[src/opn_pkg.sv]
// Shared constants and types for the FM chip CPU port, write queue and timers
// Import inside module bodies; port headers use scoped names
package opn_pkg;

    // Bus and register widths
    localparam int REG_ADDR_W = 8;
    localparam int DATA_W     = 8;

    // Timer widths as on the chip
    localparam int TA_W        = 10;
    localparam int TB_W        = 8;
    localparam int TB_PRESCALE = 16;                    // Ticks per timer B step
    localparam int TB_PRE_W    = $clog2(TB_PRESCALE);

    // Internal divide-by-6 for the timer tick
    localparam int TICK_DIV   = 6;
    localparam int TICK_CNT_W = $clog2(TICK_DIV);

    // Write queue sizing, depth must be a power of two
    localparam int QUEUE_DEPTH = 4;
    localparam int QUEUE_PTR_W = $clog2(QUEUE_DEPTH);
    localparam int QUEUE_CNT_W = QUEUE_PTR_W + 1;

    // Timer register map, part 0 only
    localparam logic [REG_ADDR_W-1:0] REG_TA_HI     = 8'h24; // Timer A bits 9..2
    localparam logic [REG_ADDR_W-1:0] REG_TA_LO     = 8'h25; // Timer A bits 1..0
    localparam logic [REG_ADDR_W-1:0] REG_TB        = 8'h26;
    localparam logic [REG_ADDR_W-1:0] REG_TIMER_CTL = 8'h27;

    // Control register fields
    localparam int CTL_LOAD_A = 0;
    localparam int CTL_LOAD_B = 1;
    localparam int CTL_EN_A   = 2;
    localparam int CTL_EN_B   = 3;
    localparam int CTL_RST_A  = 4;
    localparam int CTL_RST_B  = 5;

    // Status byte on dout
    localparam int STATUS_BUSY   = 7;
    localparam int STATUS_FLAG_B = 1;
    localparam int STATUS_FLAG_A = 0;

    // One register write as stored in the queue
    typedef struct packed {
        logic                  part;
        logic [REG_ADDR_W-1:0] reg_addr;
        logic [DATA_W-1:0]     reg_data;
    } reg_write_t;

endpackage
[src/opn_wr_if.sv]
// One register write moving between internal blocks
// Valid is a single-cycle strobe, ready is a level owned by the receiver
`timescale 1ns/10ps

interface opn_wr_if;
    import opn_pkg::*;

    logic                  valid;
    logic                  ready;
    logic                  part;
    logic [REG_ADDR_W-1:0] reg_addr;
    logic [DATA_W-1:0]     reg_data;
    reg_write_t            word;    // Packed view for storage

    assign word = '{part: part, reg_addr: reg_addr, reg_data: reg_data};

    modport src (
        output valid, part, reg_addr, reg_data,
        input  ready
    );

    modport dst (
        input  valid, part, reg_addr, reg_data, word,
        output ready
    );

endinterface

[src/opn_top.sv]
// Top level of the FM chip CPU interface with timers and irq
// Bus writes flow from the port through the write queue into the timer block
`timescale 1ns/10ps

module opn_top (
    input  logic                       clk,
    input  logic                       rst_n,
    input  logic [opn_pkg::DATA_W-1:0] din,
    input  logic [1:0]                 addr,
    input  logic                       cs_n,
    input  logic                       wr_n,
    output logic [opn_pkg::DATA_W-1:0] dout,
    output logic                       irq_n
);

    logic flag_a;
    logic flag_b;

    opn_wr_if cpu_wr ();    // Port to queue
    opn_wr_if reg_wr ();    // Queue to timers

    opn_cpu_port u_port (
        .clk    ( clk    ),
        .rst_n  ( rst_n  ),
        .din    ( din    ),
        .addr   ( addr   ),
        .cs_n   ( cs_n   ),
        .wr_n   ( wr_n   ),
        .flag_a ( flag_a ),
        .flag_b ( flag_b ),
        .dout   ( dout   ),
        .wr     ( cpu_wr )
    );

    opn_wr_queue u_queue (
        .clk    ( clk    ),
        .rst_n  ( rst_n  ),
        .wr_in  ( cpu_wr ),
        .wr_out ( reg_wr )
    );

    opn_timers u_timers (
        .clk    ( clk    ),
        .rst_n  ( rst_n  ),
        .wr     ( reg_wr ),
        .flag_a ( flag_a ),
        .flag_b ( flag_b ),
        .irq_n  ( irq_n  )
    );

endmodule

[src/opn_timers.sv]
// Timer register block: accepts one queued write per tick and runs timers A and B
// Flags are set on overflow when enabled and cleared through the control register
`timescale 1ns/10ps

module opn_timers (
    input  logic  clk,
    input  logic  rst_n,
    opn_wr_if.dst wr,
    output logic  flag_a,
    output logic  flag_b,
    output logic  irq_n
);
    import opn_pkg::*;

    logic [TICK_CNT_W-1:0] div_cnt;
    logic                  tick;
    logic                  apply;
    logic                  ctl_wr;
    logic [TA_W-1:0]       value_a;
    logic [TB_W-1:0]       value_b;
    logic                  load_a;
    logic                  load_b;
    logic                  en_a;
    logic                  en_b;
    logic [TA_W-1:0]       cnt_a;
    logic [TB_W-1:0]       cnt_b;
    logic [TB_PRE_W-1:0]   pre_b;
    logic                  start_a;
    logic                  start_b;
    logic                  ovf_a;
    logic                  step_b;
    logic                  ovf_b;

    assign tick     = div_cnt == TICK_CNT_W'(TICK_DIV - 1);
    assign wr.ready = tick;     // One write per tick
    assign apply    = wr.valid && tick && !wr.part;
    assign ctl_wr   = apply && wr.reg_addr == REG_TIMER_CTL;

    // Counters restart only on a 0 to 1 change of the load bit
    assign start_a = ctl_wr && wr.reg_data[CTL_LOAD_A] && !load_a;
    assign start_b = ctl_wr && wr.reg_data[CTL_LOAD_B] && !load_b;

    assign ovf_a  = tick && load_a && cnt_a == '1;
    assign step_b = tick && load_b && pre_b == TB_PRE_W'(TB_PRESCALE - 1);
    assign ovf_b  = step_b && cnt_b == '1;

    always_ff @(posedge clk or negedge rst_n) begin
        if (!rst_n) begin
            div_cnt <= '0;
        end else begin
            div_cnt <= tick ? '0 : div_cnt + 1'b1;
        end
    end

    // Register decode
    always_ff @(posedge clk or negedge rst_n) begin
        if (!rst_n) begin
            value_a <= '0;
            value_b <= '0;
            load_a  <= 1'b0;
            load_b  <= 1'b0;
            en_a    <= 1'b0;
            en_b    <= 1'b0;
        end else if (apply) begin
            case (wr.reg_addr)
                REG_TA_HI: value_a[TA_W-1:TA_W-DATA_W] <= wr.reg_data;
                REG_TA_LO: value_a[TA_W-DATA_W-1:0] <= wr.reg_data[TA_W-DATA_W-1:0];
                REG_TB:    value_b <= wr.reg_data;
                REG_TIMER_CTL: begin
                    load_a <= wr.reg_data[CTL_LOAD_A];
                    load_b <= wr.reg_data[CTL_LOAD_B];
                    en_a   <= wr.reg_data[CTL_EN_A];
                    en_b   <= wr.reg_data[CTL_EN_B];
                end
                default: ;  // Not a timer register
            endcase
        end
    end

    always_ff @(posedge clk or negedge rst_n) begin
        if (!rst_n) begin
            cnt_a <= '0;
            cnt_b <= '0;
            pre_b <= '0;
        end else begin
            if (start_a) begin
                cnt_a <= value_a;
            end else if (tick && load_a) begin
                cnt_a <= ovf_a ? value_a : cnt_a + 1'b1;  // Reload on overflow tick
            end

            if (start_b) begin
                cnt_b <= value_b;
                pre_b <= '0;
            end else if (tick && load_b) begin
                pre_b <= pre_b + 1'b1;  // Wraps after TB_PRESCALE ticks
                if (step_b) begin
                    cnt_b <= ovf_b ? value_b : cnt_b + 1'b1;
                end
            end
        end
    end

    // Overflow wins over a clear in the same tick
    always_ff @(posedge clk or negedge rst_n) begin
        if (!rst_n) begin
            flag_a <= 1'b0;
            flag_b <= 1'b0;
            irq_n  <= 1'b1;
        end else begin
            if (ovf_a && en_a) begin
                flag_a <= 1'b1;
            end else if (ctl_wr && wr.reg_data[CTL_RST_A]) begin
                flag_a <= 1'b0;
            end
            if (ovf_b && en_b) begin
                flag_b <= 1'b1;
            end else if (ctl_wr && wr.reg_data[CTL_RST_B]) begin
                flag_b <= 1'b0;
            end
            irq_n <= !(flag_a || flag_b);
        end
    end

    a_irq_follows_flags: assert property (
        @(posedge clk) disable iff (!rst_n)
        irq_n == !($past(flag_a) || $past(flag_b))
    );

endmodule

[src/opn_wr_queue.sv]
// Small FIFO of register writes between the CPU port and the timer block
// Ready upstream drops while full, which shows as busy on the status byte
`timescale 1ns/10ps

module opn_wr_queue (
    input  logic  clk,
    input  logic  rst_n,
    opn_wr_if.dst wr_in,
    opn_wr_if.src wr_out
);
    import opn_pkg::*;

    reg_write_t             mem [QUEUE_DEPTH];
    logic [QUEUE_PTR_W-1:0] rd_ptr;
    logic [QUEUE_PTR_W-1:0] wr_ptr;
    logic [QUEUE_CNT_W-1:0] count;
    logic                   push;
    logic                   pop;
    reg_write_t             head;

    assign push = wr_in.valid && wr_in.ready;
    assign pop  = wr_out.valid && wr_out.ready;

    assign wr_in.ready  = count != QUEUE_CNT_W'(QUEUE_DEPTH);
    assign wr_out.valid = count != '0;

    // Head entry drives the downstream payload
    assign head            = mem[rd_ptr];
    assign wr_out.part     = head.part;
    assign wr_out.reg_addr = head.reg_addr;
    assign wr_out.reg_data = head.reg_data;

    always_ff @(posedge clk) begin
        if (push) begin
            mem[wr_ptr] <= wr_in.word;
        end
    end

    always_ff @(posedge clk or negedge rst_n) begin
        if (!rst_n) begin
            rd_ptr <= '0;
            wr_ptr <= '0;
            count  <= '0;
        end else begin
            if (push) begin
                wr_ptr <= wr_ptr + 1'b1;    // Wraps at depth
            end
            if (pop) begin
                rd_ptr <= rd_ptr + 1'b1;
            end
            case ({push, pop})
                2'b10:   count <= count + 1'b1;
                2'b01:   count <= count - 1'b1;
                default: count <= count;
            endcase
        end
    end

    a_count_range: assert property (
        @(posedge clk) disable iff (!rst_n)
        count <= QUEUE_CNT_W'(QUEUE_DEPTH)
    );

    // The port must hold back a write once it has seen the queue full
    a_no_push_full: assert property (
        @(posedge clk) disable iff (!rst_n)
        wr_in.valid |-> count < QUEUE_CNT_W'(QUEUE_DEPTH)
    );

endmodule

[src/opn_cpu_port.sv]
// CPU side of the chip: address latch per part, data write strobe and status read
// A data write is only pushed when the queue reports space, else it is lost
`timescale 1ns/10ps

module opn_cpu_port (
    input  logic                       clk,
    input  logic                       rst_n,
    input  logic [opn_pkg::DATA_W-1:0] din,
    input  logic [1:0]                 addr,
    input  logic                       cs_n,
    input  logic                       wr_n,
    input  logic                       flag_a,
    input  logic                       flag_b,
    output logic [opn_pkg::DATA_W-1:0] dout,
    opn_wr_if.src                      wr
);
    import opn_pkg::*;

    logic                  bus_wr;
    logic                  bus_wr_q;
    logic                  wr_edge;
    logic                  data_wr;
    logic [REG_ADDR_W-1:0] addr_lat [2];    // One latched address per part
    logic [DATA_W-1:0]     status;

    assign bus_wr  = !cs_n && !wr_n;
    assign wr_edge = bus_wr && !bus_wr_q;   // Act once per write cycle
    assign data_wr = wr_edge && addr[0];

    always_ff @(posedge clk or negedge rst_n) begin
        if (!rst_n) begin
            bus_wr_q <= 1'b0;
            wr.valid <= 1'b0;
            addr_lat <= '{default: '0};
        end else begin
            bus_wr_q <= bus_wr;
            wr.valid <= data_wr && wr.ready;    // Dropped while busy
            if (wr_edge && !addr[0]) begin
                addr_lat[addr[1]] <= din;
            end
        end
    end

    // Payload follows the strobe
    always_ff @(posedge clk) begin
        if (data_wr) begin
            wr.part     <= addr[1];
            wr.reg_addr <= addr_lat[addr[1]];
            wr.reg_data <= din;
        end
    end

    always_comb begin
        status                = '0;
        status[STATUS_BUSY]   = !wr.ready;  // Queue full
        status[STATUS_FLAG_B] = flag_b;
        status[STATUS_FLAG_A] = flag_a;
    end

    always_ff @(posedge clk or negedge rst_n) begin
        if (!rst_n) begin
            dout <= '0;
        end else begin
            dout <= status;
        end
    end

    // Bus edges are at least two cycles apart, so pushes never merge
    a_valid_strobe: assert property (
        @(posedge clk) disable iff (!rst_n)
        wr.valid |=> !wr.valid
    );

endmodule

[config.mk]
export PLATFORM = sky130hd
export DESIGN_NAME = opn_top
export DESIGN_NICKNAME = d
export VERILOG_FILES = /design/src/opn_pkg.sv /design/src/opn_wr_if.sv /design/src/opn_top.sv /design/src/opn_timers.sv /design/src/opn_wr_queue.sv /design/src/opn_cpu_port.sv
export SDC_FILE = /design/constraint.sdc
export NUM_CORES = 1
export LEC_CHECK = 0
export BUFFER_PORTS_ARGS = -buffer_cell sky130_fd_sc_hd__buf_4
export CAP_MARGIN = 20
export CORE_AREA = 8 8 140 142
export CTS_CLUSTER_DIAMETER = 120
export DETAILED_ROUTE_END_ITERATION = 8
export DIE_AREA = 0 0 148 150
export HOLD_SLACK_MARGIN = 0.15
export PLACE_DENSITY_LB_ADDON = 0.08
export REMOVE_ABC_BUFFERS = 1
export SLEW_MARGIN = 10
export SYNTH_ARGS = -nofsm -noshare
export SYNTH_HDL_FRONTEND = slang
export SYNTH_SLANG_ARGS = --single-unit
export TNS_END_PERCENT = 5
[constraint.sdc]
create_clock -name clk -period 3.45 [get_ports clk]
set_clock_uncertainty 0.1 [all_clocks]
set_input_delay 1.035 -clock clk [delete_from_list [all_inputs] [get_ports clk]]
set_output_delay 1.035 -clock clk [all_outputs]
set_load 0.01 [all_outputs]
==> results by group <==
Layout
  • Layout cells sized above 1: 23.6%
  • Layout area overhead: 14.3%
  • # fillers: between 1.5k and 2k
  • Area of the multi-input gates: approximately 0.0021 mm2
  • Post-layout util: between 40% and 50%
  • Final nets: 518
  • Most frequent cells in the layout: 85 x edfxtp_1, 77 x dfrtp_1, 37 x mux2_2
  • ANT cells: 0
  • Register Area: around 0.0045 mm2
  • Most common cell after layout, fill and taps aside: edfxtp_1

Clock network
  • CTS buffer count: 17
  • Setup repair bufs after CTS: 0
  • Root buf cell: clkbuf_16
  • Clock buffer depth: 2
  • Clock sink count: about 160
  • Worst-path clk slew: ~0.07 ns
  • Clk_lat worst skew: between 0.4 and 0.5 ns
  • CTS tree: done
  • Post-CTS Hold Fix Bufs: 0
  • PostCTS Resize Cnt: 0
  • Htree depth: 4

Detailed routing
  • Final ANT Viol Nets: 0
  • DR vias/cell: approximately 5.1
  • Drt first pass iters: 4
  • DR DRC count: 0
  • WL per Instance: about 17 um
  • DR vias: around 3.7k
  • 1st-iter DRT viols: approximately 140
  • Drt total wl: ~13000 um

Critical path
  • Crit end category: flop
  • CP Cell Sequence: mux4_2 -> and2_1 -> o2111a_1 -> buf_4 -> a21oi_2 -> nor2_1 -> o221a_2
  • CP max FO: 9
  • Crit-path max cell delay: 0.61 ns
  • CP top delay family: compound AO/OA/AOI/OAI gates
  • Critical path startpoint category: flop
  • WP data arrival: roughly 2.9 ns
  • CP Class: flop to flop
  • Critical path buffers and inverters: 1
  • R2R Setup Slk: 0.79 ns
  • Critical path required time: ~3.7 ns
  • Worst path slowest cell: mux4_2

Floorplan
  • Die Y-Extent: ~150 um
  • Row count: 49
  • Starting Density: approximately 39%
  • Ports: 23
  • Die area: about 0.022 mm2
  • Core Region: ~0.018 mm2
  • Die X-Extent: about 150 um

Timing
  • Final Setup Violations: 0
  • Fmax: 0.375 GHz
  • Slew Limit Fails: 0
  • Tmin final: around 2.7 ns
  • Unrepaired setup endpoints after global routing: no
  • Hold Vio Cnt, Final: 0
  • Measured slew at the worst slew-check pin: 0.855 ns
  • Setup TNS: 0 ns
  • Final Cycle Share: between 70% and 80%
  • Max-slew headroom: a little over two fifths

Synth
  • Ys flop type: edfxtp_1
  • Post-synth ARST share: a little under half
  • Number of synthesized flops with an enable pin: 85
  • Distinct cells, synth: just under 60
  • Syn Inst Count: about 460
  • Post-synthesis register bit count: approximately 160
  • Cell taking the most area after synthesis: edfxtp_1
  • Yosys warns: 0
  • Largest cells by area after synthesis: edfxtp_1 38%, dfrtp_1 28%, mux2_2 6.1%
  • Post-Syn Area per Cell: ~15 um2
  • Synthesized area: 0.00678 mm2
  • Synth top area share: 37.6%
  • Seq/Total Area, Yosys: between 60% and 70%

GRT
  • Vias in the first global route: 4077
  • Gr usage total: about an eighth
  • Total gr overflow: 0
  • First-pass GRT wire length: ~21000 um
  • Initial antenna violation count: 0
  • Largest net degree at the start of global routing: 43

Power and ir drop
  • Pleak: roughly 3.1 nW
  • Peak supply drop: around 0.00037 V
  • Power per cell area: a little over 600 mW/mm2

Placed design
  • Post-DP HPWL: slightly below 9000 um
  • IO Port Bufs: 17
  • GP Congestion: about 0.76

Worst hold path
  • Hold Path Class: flop to flop

Status
  • Status: finished clean

Run
  • MaxCap Viol Count: 0
-- through the flow --
step	cell area, um2	instances	setup slack [ns]	hold slack, ns	power, W
6_report	7750	737	0.785	0.321	0.00480
5_1_grt	7750	737	0.577	0.346	0.00505
4_1_cts	7750	737	0.738	0.326	0.00489
3_5_place_dp	7180	705	0.692	0.320	0.00304
3_3_place_gp	7180	705	0.772	0.310	0.00303
2_1_floorplan	6680	448	0.664	0.275	0.00280
-- flip-flops by register name, indices dropped and copies added (netlist names), 2 cells and up --
signal              flops
u_port.addr_lat        16
u_port.dout             3
u_port.wr.reg_addr      8
u_port.wr.reg_data      8
u_queue.count           3
u_queue.mem            68
u_queue.rd_ptr          2
u_queue.wr_ptr          2
u_timers.cnt_a         10
u_timers.cnt_b          8
u_timers.div_cnt        3
u_timers.pre_b          4
u_timers.value_a       10
u_timers.value_b        8
-- synthesized netlist by cell type, types with 3 or more instances --
cell type  number
a21oi_1        13
and2_1          9
and3_1          5
buf_2           3
buf_4           6
clkbuf_1        8
dfrtp_1        77
edfxtp_1       85
ha_1            8
inv_1          19
mux2_2         37
mux2_4          4
mux2i_1        19
mux4_2          9
nand2_1        33
nand3_1        11
nand3b_1        3
nand4_1         4
nor2_1         22
nor2b_1         3
nor3_1          7
nor4b_1         4
o21a_1          4
o21ai_0        11
o22ai_1         5
or3_1           4
xnor2_1         5
xor2_1          5
-- report_power, final --
part	internal, W	switching, W	total (W)	leakage, nW
sequential	0.00221	0.000115	0.00232	1.80
combinational	0.000310	0.000349	0.000659	1.04
clock	0.00104	0.000778	0.00182	0.279
-- path summary, 6_finish.rpt --
check / startpoint / end / cells past startpoint
worst max-delay path: u_queue.rd_ptr[0] / u_timers.cnt_a[0] / 7
min in group asynchronous: rst_n / u_timers.value_b[5] / 1
worst min register to register: u_timers.flag_b / u_port.dout[1] / 0
max in group asynchronous: rst_n / u_port.addr_lat[11] / 2
worst min-delay path: u_timers.flag_b / u_port.dout[1] / 0
worst max register to register: u_queue.rd_ptr[0] / u_timers.cnt_a[0] / 7
-- worst register-to-register path, stage by stage (launching register included) --
cell      delay, ns
dfrtp_1        0.57
mux4_2         0.61
and2_1         0.20
o2111a_1       0.21
buf_4          0.20
a21oi_2        0.31
nor2_1         0.10
o221a_2        0.25
-- final cells by class --
type                    instances  area share (%)
well taps                     229            3.70
multi-input cells             266            27.2
inverters                      19           0.920
flip-flops and latches        163            58.1
repair buffers                 28            2.71
clock inverters                12            1.50
clock buffers                  20            5.89
-- layer usage --
metal  up-vias  wire (um)  global-route usage (%)
met2        58       6200                    20.4
met1      1889       5650                    15.1
met3        18        433                    3.30
met4         0        277                    5.86
li1       1759          -                       -
met5         -          0                       0
-- logic make-up (layout without fill, tap and decap cells) --
group | Yosys count | after routing | share of synthesized area, %
flops | 163 | 163 | 66.5
simple gates | 118 | 118 | 9.52
mux | 69 | 69 | 12.8
compound gates | 55 | 55 | 5.37
buf+inv | 38 | 79 | 2.71
xor+xnor | 10 | 10 | 1.29
fa+ha+maj | 9 | 9 | 1.77
other cells | 1 | 5 | 0.0553
(Power assumes the default switching activity.)
